<file path="src/bist_pkg.sv">
package bist_pkg;

    // Number of memory BIST engines
    localparam int bist_num   = 8;
    // Chain select and error count widths
    localparam int bist_sel_w = 4;
    localparam int bist_cnt_w = 4;

    // --------------------------------------------------
    // Per-engine control nibble, en in bit 0
    // --------------------------------------------------
    typedef struct packed {
        logic spare;
        logic load;
        logic run;
        logic en;
    } bist_ctrl_t;

    // Control word seen as bytes or as engine nibbles
    typedef union packed {
        logic [3:0][7:0]            bytes;
        bist_ctrl_t [bist_num-1:0]  engine;
    } bist_ctrl_word_u;

    // Per-engine status byte, done in bit 0
    typedef struct packed {
        logic [bist_cnt_w-1:0] err_cnt;
        logic                  zero;
        logic                  correct;
        logic                  error;
        logic                  done;
    } bist_stat_t;

endpackage

</file>
<file path="src/glbl_reg_pkg.sv">
package glbl_reg_pkg;

    // --------------------------------------------------
    // Register bus widths
    // --------------------------------------------------
    localparam int reg_data_w = 32;
    localparam int reg_addr_w = 8;
    localparam int reg_be_w   = 4;

    // Word address taken from byte address bits 5:2
    localparam int reg_word_w = 4;

    // --------------------------------------------------
    // Word address map
    // --------------------------------------------------
    localparam logic [reg_word_w-1:0] addr_serial_sel   = 4'd2;
    localparam logic [reg_word_w-1:0] addr_bist_ctrl    = 4'd3;
    localparam logic [reg_word_w-1:0] addr_bist_stat_lo = 4'd4;
    localparam logic [reg_word_w-1:0] addr_bist_stat_hi = 4'd5;
    localparam logic [reg_word_w-1:0] addr_ser_write    = 4'd6;
    localparam logic [reg_word_w-1:0] addr_ser_read     = 4'd7;
    localparam logic [reg_word_w-1:0] addr_ser_last     = 4'd8;

    // Bits moved per serial transfer
    localparam int ser_len = 32;

endpackage

</file>
<file path="src/cfg_bus_if.sv">
`timescale 1ns/1ps

interface cfg_bus_if;
    import glbl_reg_pkg::*;

    // Write strobe, one cycle
    logic                  wr_en;
    logic [reg_word_w-1:0] word_addr;
    logic [reg_data_w-1:0] wdata;
    logic [reg_be_w-1:0]   be;
    // Combinational read data for word_addr
    logic [reg_data_w-1:0] rdata;

    modport front (
        output wr_en, word_addr, wdata, be,
        input  rdata
    );

    modport bank (
        input  wr_en, word_addr, wdata, be,
        output rdata
    );

endinterface

</file>
<file path="src/ser_req_if.sv">
`timescale 1ns/1ps

interface ser_req_if;
    import glbl_reg_pkg::*;

    // Start pulses on the request edge
    logic                  start_wr;
    logic                  start_rd;
    logic [reg_data_w-1:0] wdata;
    // Transfer end pulse
    logic                  done;
    // Last captured word
    logic [reg_data_w-1:0] rdata;

    modport front (
        output start_wr, start_rd, wdata,
        input  done, rdata
    );

    modport port (
        input  start_wr, start_rd, wdata,
        output done, rdata
    );

endinterface
</file>
<file path="src/bist_cfg_regs.sv">
`timescale 1ns/1ps

module bist_cfg_regs (
    input  logic                                          mclk,
    input  logic                                          reset_n,
    cfg_bus_if.bank                                       bus,
    input  logic [bist_pkg::bist_num-1:0]                 bist_done,
    input  logic [bist_pkg::bist_num-1:0]                 bist_error,
    input  logic [bist_pkg::bist_num-1:0]                 bist_correct,
    input  logic [bist_pkg::bist_num-1:0][bist_pkg::bist_cnt_w-1:0] bist_error_cnt,
    output logic [bist_pkg::bist_num-1:0]                 bist_en,
    output logic [bist_pkg::bist_num-1:0]                 bist_run,
    output logic [bist_pkg::bist_num-1:0]                 bist_load,
    output logic [bist_pkg::bist_sel_w-1:0]               chain_sel
);
    import glbl_reg_pkg::*;
    import bist_pkg::*;

    bist_ctrl_word_u            ctrl_q;
    logic [7:0]                 sel_q;
    bist_stat_t [bist_num-1:0]  stat;

    // --------------------------------------------------
    // Control and select registers
    // --------------------------------------------------
    always_ff @(posedge mclk or negedge reset_n) begin
        if (!reset_n) begin
            ctrl_q <= '0;
            sel_q  <= '0;
        end else if (bus.wr_en) begin
            // Byte lanes merge into the control word
            if (bus.word_addr == addr_bist_ctrl) begin
                for (int b = 0; b < reg_be_w; b++) begin
                    if (bus.be[b]) begin
                        ctrl_q.bytes[b] <= bus.wdata[8*b +: 8];
                    end
                end
            end
            // Select is a single byte
            if (bus.word_addr == addr_serial_sel && bus.be[0]) begin
                sel_q <= bus.wdata[7:0];
            end
        end
    end

    assign chain_sel = sel_q[bist_sel_w-1:0];

    // Engine nibble fan-out
    always_comb begin
        for (int e = 0; e < bist_num; e++) begin
            bist_en[e]   = ctrl_q.engine[e].en;
            bist_run[e]  = ctrl_q.engine[e].run;
            bist_load[e] = ctrl_q.engine[e].load;
        end
    end

    // --------------------------------------------------
    // Status packing
    // --------------------------------------------------
    always_comb begin
        for (int e = 0; e < bist_num; e++) begin
            stat[e].done    = bist_done[e];
            stat[e].error   = bist_error[e];
            stat[e].correct = bist_correct[e];
            stat[e].zero    = 1'b0;
            stat[e].err_cnt = bist_error_cnt[e];
        end
    end

    // Read mux, unmapped words give zero
    always_comb begin
        case (bus.word_addr)
            addr_serial_sel:   bus.rdata = {{(reg_data_w-8){1'b0}}, sel_q};
            addr_bist_ctrl:    bus.rdata = ctrl_q;
            addr_bist_stat_lo: bus.rdata = stat[bist_num/2-1:0];
            addr_bist_stat_hi: bus.rdata = stat[bist_num-1:bist_num/2];
            default:           bus.rdata = '0;
        endcase
    end

endmodule

</file>
<file path="src/bist_serial_port.sv">
`timescale 1ns/1ps

module bist_serial_port (
    input  logic                            mclk,
    input  logic                            reset_n,
    ser_req_if.port                         ser,
    input  logic [bist_pkg::bist_sel_w-1:0] chain_sel,
    input  logic [bist_pkg::bist_num-1:0]   bist_sdo,
    output logic [bist_pkg::bist_num-1:0]   bist_sdi,
    output logic [bist_pkg::bist_num-1:0]   bist_shift
);
    import glbl_reg_pkg::*;
    import bist_pkg::*;

    logic                       shift_en;
    logic [$clog2(ser_len)-1:0] bit_cnt;
    logic                       done_q;
    logic [reg_data_w-1:0]      tx_q;
    logic [reg_data_w-1:0]      rx_q;
    logic [reg_data_w-1:0]      shadow_q;
    logic [bist_num-1:0]        sel_hit;
    logic                       sdo_sel;

    // --------------------------------------------------
    // Shift sequencing
    // --------------------------------------------------
    always_ff @(posedge mclk or negedge reset_n) begin
        if (!reset_n) begin
            shift_en <= 1'b0;
            bit_cnt  <= '0;
            done_q   <= 1'b0;
        end else begin
            done_q <= 1'b0;
            if (ser.start_wr || ser.start_rd) begin
                shift_en <= 1'b1;
                bit_cnt  <= '0;
            end else if (shift_en) begin
                bit_cnt <= bit_cnt + 1'b1;
                // Last bit of the word
                if (bit_cnt == ($clog2(ser_len))'(ser_len - 1)) begin
                    shift_en <= 1'b0;
                    done_q   <= 1'b1;
                end
            end
        end
    end

    // Data path, LSB first out, new bits enter at the top
    always_ff @(posedge mclk) begin
        if (ser.start_wr) begin
            tx_q <= ser.wdata;
        end else if (ser.start_rd) begin
            // Reads push zeros into the chain
            tx_q <= '0;
        end else if (shift_en) begin
            tx_q <= tx_q >> 1;
            rx_q <= {sdo_sel, rx_q[reg_data_w-1:1]};
            if (bit_cnt == ($clog2(ser_len))'(ser_len - 1)) begin
                shadow_q <= {sdo_sel, rx_q[reg_data_w-1:1]};
            end
        end
    end

    assign ser.done  = done_q;
    assign ser.rdata = shadow_q;

    // --------------------------------------------------
    // Engine routing
    // --------------------------------------------------
    always_comb begin
        sdo_sel = 1'b0;
        for (int e = 0; e < bist_num; e++) begin
            sel_hit[e] = (chain_sel == bist_sel_w'(e));
            if (sel_hit[e]) begin
                sdo_sel = bist_sdo[e];
            end
        end
    end

    // Selects 8 and up reach no engine
    assign bist_shift = sel_hit & {bist_num{shift_en}};
    assign bist_sdi   = sel_hit & {bist_num{shift_en & tx_q[0]}};

endmodule

</file>
<file path="src/glbl_cfg_top.sv">
`timescale 1ns/1ps

module glbl_cfg_top (
    input  logic                                mclk,
    input  logic                                reset_n,

    // --------------------------------------------------
    // Register bus
    // --------------------------------------------------
    input  logic                                reg_cs,
    input  logic                                reg_wr,
    input  logic [glbl_reg_pkg::reg_addr_w-1:0] reg_addr,
    input  logic [glbl_reg_pkg::reg_data_w-1:0] reg_wdata,
    input  logic [glbl_reg_pkg::reg_be_w-1:0]   reg_be,
    output logic [glbl_reg_pkg::reg_data_w-1:0] reg_rdata,
    output logic                                reg_ack,

    // --------------------------------------------------
    // BIST engines
    // --------------------------------------------------
    output logic [bist_pkg::bist_num-1:0]       bist_en,
    output logic [bist_pkg::bist_num-1:0]       bist_run,
    output logic [bist_pkg::bist_num-1:0]       bist_load,
    output logic [bist_pkg::bist_num-1:0]       bist_sdi,
    output logic [bist_pkg::bist_num-1:0]       bist_shift,
    input  logic [bist_pkg::bist_num-1:0]       bist_sdo,
    input  logic [bist_pkg::bist_num-1:0]       bist_done,
    input  logic [bist_pkg::bist_num-1:0]       bist_error,
    input  logic [bist_pkg::bist_num-1:0]       bist_correct,
    input  logic [bist_pkg::bist_num-1:0][bist_pkg::bist_cnt_w-1:0] bist_error_cnt
);

    logic [bist_pkg::bist_sel_w-1:0] chain_sel;

    cfg_bus_if cfg_bus ();
    ser_req_if ser_req ();

    // Bus decode and reply
    reg_front u_front (
        .mclk      (mclk),
        .reset_n   (reset_n),
        .reg_cs    (reg_cs),
        .reg_wr    (reg_wr),
        .reg_addr  (reg_addr),
        .reg_wdata (reg_wdata),
        .reg_be    (reg_be),
        .reg_rdata (reg_rdata),
        .reg_ack   (reg_ack),
        .cfg       (cfg_bus.front),
        .ser       (ser_req.front)
    );

    // Control, select and status words
    bist_cfg_regs u_regs (
        .mclk           (mclk),
        .reset_n        (reset_n),
        .bus            (cfg_bus.bank),
        .bist_done      (bist_done),
        .bist_error     (bist_error),
        .bist_correct   (bist_correct),
        .bist_error_cnt (bist_error_cnt),
        .bist_en        (bist_en),
        .bist_run       (bist_run),
        .bist_load      (bist_load),
        .chain_sel      (chain_sel)
    );

    // Serial chain access
    bist_serial_port u_serial (
        .mclk       (mclk),
        .reset_n    (reset_n),
        .ser        (ser_req.port),
        .chain_sel  (chain_sel),
        .bist_sdo   (bist_sdo),
        .bist_sdi   (bist_sdi),
        .bist_shift (bist_shift)
    );

endmodule

</file>
<file path="src/reg_front.sv">
`timescale 1ns/1ps

module reg_front (
    input  logic                                mclk,
    input  logic                                reset_n,
    input  logic                                reg_cs,
    input  logic                                reg_wr,
    input  logic [glbl_reg_pkg::reg_addr_w-1:0] reg_addr,
    input  logic [glbl_reg_pkg::reg_data_w-1:0] reg_wdata,
    input  logic [glbl_reg_pkg::reg_be_w-1:0]   reg_be,
    output logic [glbl_reg_pkg::reg_data_w-1:0] reg_rdata,
    output logic                                reg_ack,
    cfg_bus_if.front                            cfg,
    ser_req_if.front                            ser
);
    import glbl_reg_pkg::*;

    logic [reg_word_w-1:0] word_addr;
    logic                  req_q;
    logic                  req_d;
    logic                  req_pedge;
    logic                  ser_wr_hit;
    logic                  ser_rd_hit;
    logic                  ser_acc;
    logic                  last_rd;
    logic                  ack_ser;
    logic                  ack_bank;
    logic [reg_data_w-1:0] rd_mux;

    // --------------------------------------------------
    // Request decode
    // --------------------------------------------------
    assign word_addr  = reg_addr[reg_word_w+1:2];
    assign ser_wr_hit = reg_wr && (word_addr == addr_ser_write);
    assign ser_rd_hit = !reg_wr && (word_addr == addr_ser_read);
    assign ser_acc    = ser_wr_hit || ser_rd_hit;
    // Last shifted word, no new transfer
    assign last_rd    = !reg_wr && (word_addr == addr_ser_last);

    // Request held off while acking, edge gives one access per cs
    always_ff @(posedge mclk or negedge reset_n) begin
        if (!reset_n) begin
            req_q <= 1'b0;
            req_d <= 1'b0;
        end else begin
            req_q <= reg_cs && !reg_ack;
            req_d <= req_q;
        end
    end

    assign req_pedge = req_q && !req_d;

    // Bank side
    assign cfg.wr_en     = req_pedge && reg_wr && !ser_acc;
    assign cfg.word_addr = word_addr;
    assign cfg.wdata     = reg_wdata;
    assign cfg.be        = reg_be;

    // Serial side
    assign ser.start_wr = req_pedge && ser_wr_hit;
    assign ser.start_rd = req_pedge && ser_rd_hit;
    assign ser.wdata    = reg_wdata;

    // --------------------------------------------------
    // Reply
    // --------------------------------------------------
    // Serial access waits for done
    assign ack_ser  = reg_cs && ser_acc && ser.done;
    // Everything else answers one edge later
    assign ack_bank = req_pedge && !ser_acc;
    assign rd_mux   = (ack_ser || last_rd) ? ser.rdata : cfg.rdata;

    always_ff @(posedge mclk or negedge reset_n) begin
        if (!reset_n) begin
            reg_ack <= 1'b0;
        end else begin
            reg_ack <= ack_ser || ack_bank;
        end
    end

    always_ff @(posedge mclk) begin
        if (ack_ser || ack_bank) begin
            reg_rdata <= rd_mux;
        end
    end

endmodule

</file>
<file path="config.mk">
export PLATFORM = sky130hd
export DESIGN_NAME = glbl_cfg_top
export DESIGN_NICKNAME = d
export VERILOG_FILES = /design/src/bist_pkg.sv /design/src/glbl_reg_pkg.sv /design/src/cfg_bus_if.sv /design/src/ser_req_if.sv /design/src/bist_cfg_regs.sv /design/src/bist_serial_port.sv /design/src/glbl_cfg_top.sv /design/src/reg_front.sv
export SDC_FILE = /design/constraint.sdc
export NUM_CORES = 1
export LEC_CHECK = 0
export BUFFER_PORTS_ARGS = -buffer_cell sky130_fd_sc_hd__buf_2
export CAP_MARGIN = 10
export CORE_MARGIN = 2
export CORE_UTILIZATION = 50
export CTS_BUF_LIST = sky130_fd_sc_hd__clkbuf_8
export DETAILED_ROUTE_END_ITERATION = 12
export PLACE_DENSITY = 0.8
export RECOVER_POWER = 25
export SLEW_MARGIN = 25
export SYNTH_ARGS = -nofsm -noshare
export SYNTH_HDL_FRONTEND = slang
export SYNTH_SLANG_ARGS = --single-unit
</file>
<file path="constraint.sdc">
create_clock -name mclk -period 3.3 [get_ports mclk]
set_clock_uncertainty 0.2 [all_clocks]
set_input_delay 0.66 -clock mclk [delete_from_list [all_inputs] [get_ports mclk]]
set_output_delay 0.66 -clock mclk [all_outputs]
set_load 0.005 [all_outputs]
</file>
Word-level counts from Yosys, hierarchy flattened
Cells that the tools add are included.
{ "totals": {"regBits": 178, "inputBits": 112, "output_inout_bits": 73, "elab_cells": 88} }
{ "op_classes": {"add_sub_neg": 1, "n_eq_ne": 15, "mux": 21, "bitwise_logic": 5, "reduce_logical": 31} }
{ "ops": {"columns": ["cell", "count"], "rows": [
  ["32-bit two-way mux", 4],
  ["32-bit case mux with 4 select lines", 1],
  ["4-bit by 3-bit equality test with 1-bit output, second input constant", 8],
  ["8-bit bitwise AND", 2],
  ["4-bit by 2-bit equality test with 1-bit output, second input constant", 4],
  ["3-bit AND reduction", 5],
  ["1-bit two-way mux", 14],
  ["1-bit logical AND", 13],
  ["5-bit two-way mux", 2],
  ["5-bit by 1-bit adder with 5-bit output, second input constant", 1],
  ["5-bit equality test, second input constant", 1],
  ["4-bit by 1-bit equality test with 1-bit output, second input constant", 1],
  ["4-bit equality test, second input constant", 1],
  ["1-bit zero test", 4],
  ["4-bit zero test", 1],
  ["1-bit logical OR", 4],
  ["4-bit AND reduction", 1],
  ["3-bit nonzero test", 1],
  ["1-bit inverter", 2],
  ["2-bit AND reduction", 1],
  ["2-bit nonzero test", 1],
  ["1-bit bitwise AND", 1]
]} }

Depth between registers and ports, before layout
{ "depth": {"ltp_word": 9, "mapped_depth": 7, "ltp_nobuf": 5} }

Cells and area by module
Synthesis repeated with hierarchy kept, for this count alone.
{ "unflattened": {"hier_cells": 691, "area_unflattened_um2": 8775.9} }
{ "by_module_without_submodules": {"columns": ["module", "n_inst", "cells_per_inst", "area_each_um2", "seq_area_each_um2"], "rows": [
  ["bist_serial_port", 1, 212, 3719.8, 3027.9],
  ["reg_front", 1, 277, 2560.0, 1036.0],
  ["bist_cfg_regs", 1, 202, 2496.1, 1001.0]
]} }

Least setup slack after synthesis
No wires, ideal clock.
{ "synth_timing": {"kind": "input to register", "startpoint": "input port reg_wr", "endpoint": "register u_front.reg_rdata[0] in the netlist's numbering (enable)", "setup_time_ns": 0.468, "arrival_ns": 3.362, "required_ns": 2.632, "path_slack_ns": -0.730, "path_stages": 3, "path_buffers": 0, "path_cell_list": "xor2_1 > and4b_1 > o21ai_0"} }
{ "synth_via": {"elab_chain_len": 6, "elab_cells_between_ends": 9, "cone_classes": "9 x reduce/logical"} }
{ "synth_rtl": {"columns": ["element", "line", "source"], "rows": [
  ["from (decl)", "glbl_cfg_top.sv:11", "input logic reg_wr,"],
  ["1-bit zero test", "reg_front.sv:35", "assign ser_rd_hit = !reg_wr && (word_addr == addr_ser_read);"],
  ["1-bit logical AND", "reg_front.sv:35", null],
  ["1-bit logical OR (*)", "reg_front.sv:36", "assign ser_acc = ser_wr_hit || ser_rd_hit;"],
  ["1-bit logical AND or 1-bit zero test (tied branches)", "reg_front.sv:68, reg_front.sv:70", null],
  ["1-bit logical AND (on tied branches)", "reg_front.sv:68, reg_front.sv:70", null],
  ["1-bit logical OR (*)", "reg_front.sv:82", "if (ack_ser || ack_bank) begin"],
  ["to (signal assigned)", "reg_front.sv:83", "reg_rdata <= rd_mux;"],
  ["to (decl)", "reg_front.sv:11", "output logic [glbl_reg_pkg::reg_data_w-1:0] reg_rdata,"]
]} }
Mark *: on every way between the ends. The rest lies on a longest branch, timed or not.
A chain may end at the register's enable or synchronous reset.

Final worst setup path
{ "layout_timing": {"startpoint": "register u_serial.shift_en", "endpoint": "output port bist_sdi[1] in the netlist's numbering"} }
{ "layout_via": {"elab_chain_len": 2} }
{ "layout_rtl": {"columns": ["element", "line", "source"], "rows": [
  ["from (decl)", "bist_serial_port.sv:15", "logic shift_en;"],
  ["from (signal assigned)", "bist_serial_port.sv:29", "shift_en <= 1'b0;"],
  ["from (signal assigned)", "bist_serial_port.sv:35", "shift_en <= 1'b1;"],
  ["from (signal assigned)", "bist_serial_port.sv:41", "shift_en <= 1'b0;"],
  ["1-bit bitwise AND", "bist_serial_port.sv:82", "assign bist_sdi = sel_hit & {bist_num{shift_en & tx_q[0]}};"],
  ["8-bit bitwise AND", "bist_serial_port.sv:82", null],
  ["to (decl)", "glbl_cfg_top.sv:24", "output logic [bist_pkg::bist_num-1:0] bist_sdi,"]
]} }
Every way passes these cells.

==> flow_results.org <==
** CTS
- The longest clock path from root to sink contains 2 buffers.
- Clock tree root driver cell :: clkbuf_8
- TritonCTS built the clock tree.
- Count of H-tree levels built during CTS :: 4
- Gates resized during post-CTS repair numbered 0.
- The clock reaches the later pin of the worst-skew pair after 0.45 ns.
- Clock slew at reported path FFs :: 0.09 ns
- CTS saw 177 sinks.
- Number of buffers added by the clock tree synthesis step :: 17

** Synthesis
- Each instance of the synthesized netlist takes up on average 15.24 um2.
- Post-synth ARST share :: 28.25%
- Of all cell types, the one taking the most synthesized area is edfxtp_1.
- Dominant combinational cell family by area after synthesis :: compound AO/OA/AOI/OAI gates
- By instance count, the leading cell after synthesis is edfxtp_1.
- Flip-flop and latch count after synthesis :: 177
- Area fraction in and, or, nand and nor cells after synthesis :: 8.734%
- Ys Warns :: 0
- In the synthesized netlist, mux cells make up 7.884% of the area.
- Synth Area in Compound Gates :: 9.312%
- Dominant register cell in the synthesized netlist :: edfxtp_1
- After synthesis, the netlist uses 43 different library cells.
- In this run, synthesis inferred 127 flip-flops with an integrated enable.
- Number of nets in the synthesized netlist :: 597
- Cell types with the largest area share after synthesis :: edfxtp_1 52%, dfrtp_1 17%, mux2_4 4.9%
- Sequential fraction of the synthesis area :: 68.79%
- The commonest cells after synthesis are 127 x edfxtp_1, 56 x nand2_1, 50 x dfrtp_1.
- Area share of the largest cell type after synthesis :: 51.79%
- Of the total synthesized cell area, the portion taken by XOR and XNOR cells is 0.4758%.
- Post-Syn Area :: 7363 um2
- In the synthesized netlist, the number of instances is 483.
- Of the total synthesized cell area, the portion taken by full adders, half adders and majority gates is 0.3398%.

** Global route
- Global routing consumed, over all layers together, 22.09% of the routing resources.
- For met3 alone, demand over resource in global routing was 5.306%.
- The via count of the first global-routing pass is 4977.
- The global routing stage identified its most utilized layer as met2.
- The first global-routing pass estimated 26610 um of wire.
- Leftover overflow at the end of global routing :: 0
- Met2 track demand over resource in global routing :: 35.77%
- Maximum number of pins on one net before global-route repair :: 34
- The number of antenna violations at the first check in global routing came to 0.
- In the global route stage, met1 resource usage came out at 28.91%.

** Worst hold path
- Min-Delay Path Class :: flop to flop

** Worst setup path
- The setup path with the least slack is of type flop to output port.
- For the worst flop-to-flop path, the logic depth is 4.
- Flop2flop setup slack :: 1.15 ns
- WP buf/inv :: 2
- The worst register-to-register path ends at u_serial.ser.rdata[5].
- Req. time, crit path :: 2.44 ns
- At the worst endpoint, the arrival time is 2.10 ns.
- In this run the worst path has a maximum fanout of 7.
- Grouping stages by cell kind, the critical path spends the most delay in simple AND/OR/NAND/NOR gates.
- The startpoint identified for the worst register-to-register timing path is u_serial.bit_cnt[0].
- STA classifies the critical path endpoint as an output port.
- In this run the worst setup path begins at u_serial.shift_en.
- CP max-delay cell :: dfrtp_1
- The largest single stage delay on the critical path is 0.50 ns.
- Endpoint of the most critical setup path :: bist_sdi[1]
- Chain of cells forming the critical path :: inv_1 -> nor2_1 -> nand3_1 -> nor3b_1 -> buf_2
- The critical path crosses 5 cells after its start point.
- STA classifies the critical path startpoint as a flop.

** Pwr
- Highest ir drop seen on vdd :: 314.1 uV
- Leakage Power :: 3.863 nW
- Power density relative to cell area :: 648.6 nW/um2

** Final layout
- The sequential cells in the finished layout cover a total of 5065 um2.
- Area added between synthesis and finish :: 19.15%
- Area occupied by multi-input gates :: 2011 um2
- Fraction of final layout cells with drive strength greater than 1 :: 38.60%
- Count of fill cells added during filler insertion :: 1083
- Antenna diode count :: 0
- Utilization after layout :: 60.59%
- Number of nets in the layout :: 760

** Placed design
- Post-detailed-placement half-perimeter wirelength :: 12190 um
- Final Wtd Congestion :: 0.8481
- Buffers placed on the I/O ports in this run total 180.

** Route
- Once detail routing completed, the nets flagged for antenna violations numbered 0.
- The first detailed-routing pass ran for 8 iterations.
- Vias per std cell :: 5.755
- The detailed router finished its first iteration with 599 violations.
- The routed design has 17170 um of wire.
- Wirelength per Cell :: 20.39 um
- DRC violations left :: 0
- The routed layout has 4846 vias.

** Timing
- Final Slew Violations :: 0
- For the pin with the worst max-slew slack, the measured transition is 1.264 ns.
- Setup violations remaining at the end of the flow were counted as 0.
- Slew HR :: 15.76%
- Setup repair after global routing left no endpoint under its margin.
- Post-Route Setup TNS :: 0 ns
- Highest attainable clock frequency :: 337.7 MHz
- Endpoints failing hold :: 0
- The clock period could shrink to 2.962 ns.
- Period utilisation layout :: 89.74%

** Die
- Starting density of the core :: 50.86%
- The die covers 15710 um2.
- The die is 125.4 um tall.
- The core region is 14480 um2.
- 185 I/O pins were placed.
- In this run the horizontal extent of the chip is 125.4 um.
- Rows :: 44

** Run
- Max-cap violations in this run came to 0.

** Status
- The flow ran to the end, and the final reports show no timing, DRC or antenna violations.
==> power breakdown <==
part	leakage, nW	internal, mW	switching, mW
sequential	1.88	3.08	0.247
combinational	1.78	0.393	0.438
clock	0.203	0.767	0.761
==> what timing repair did <==
| item | in CTS | in global routing |
|---|---|---|
| endpoints found under the setup margin | 0 | 0 |
| hold buffers | 1 | 0 |
| setup buffers | 0 | 0 |
| endpoints found under the hold margin | 10 | 0 |
==> cells in the final DEF (no fill, tap or decap), types with 5 or more instances in the layout <==
cell type and instances:
a22oi_1 14, nand2_1 56, inv_1 5, buf_2 179, nor2_1 22, a22o_1 34, mux2_1 16, nand3_1 10
a222oi_1 22, clkbuf_8 18, edfxtp_1 127, dfrtp_1 50, buf_4 9, mux2_4 24
==> how the worst min path moves through the flow <==
stage / startpoint / endpoint / slack, ns / cells past startpoint
floorplan: reset_n / u_front.reg_ack / 0.16 / 0
global placement: u_front.req_q / u_front.req_d / 0.18 / 0
detailed placement: u_front.req_q / u_front.req_d / 0.19 / 0
CTS: u_front.req_q / u_front.req_d / 0.20 / 0
global route: reg_wdata[18] / u_regs.ctrl_q[18] / 0.22 / 2
finish: u_front.req_q / u_front.req_d / 0.20 / 0
==> metal layers <==
metal | part of all wire, % | up-vias
met5 | 0 | -
met2 | 51 | 218
met3 | 6.4 | 34
met1 | 40 | 2430
met4 | 2.2 | 0
li1 | - | 2164
==> per-stage QoR <==
step	cell area (um2)	total power, mW	setup slack [ns]	std cells	hold slack, ns
floorplan	7363	3.799	0.03829	483	0.1644
global placement	8364	4.121	0.5513	810	0.1834
detailed placement	8364	4.207	0.4331	810	0.1863
CTS	8782	5.730	0.3470	842	0.2041
global route	8773	5.929	0.09907	842	0.2212
finish	8773	5.691	0.3384	842	0.2009
==> sequential cells by signal, summed over array words and instances, names as in the netlist, 5 cells and up <==
register            flops
u_serial.bit_cnt        5
u_regs.ctrl_q          32
u_front.reg_rdata      32
u_regs.sel_q            8
u_serial.tx_q          32
u_serial.rx_q          31
u_serial.ser.rdata     32
==> final cells by class <==
type	instances	area share, %
well taps	184	2.624
flip-flops and latches	177	57.73
multi-input cells	251	22.92
clock inverters	13	1.825
repair buffers	195	11.91
clock buffers	18	2.824
inverters	4	0.1711
==> logic make-up after synthesis <==
| group | after synthesis |
|---|---|
| xor gates and xnor gates | 4 |
| buffers and inverters | 55 |
| adders and majority gates | 2 |
| AOI/OAI and AO/OA | 80 |
| and+or+nand+nor | 121 |
| muxes | 44 |
| DFF | 177 |
(Power assumes the default switching activity.)
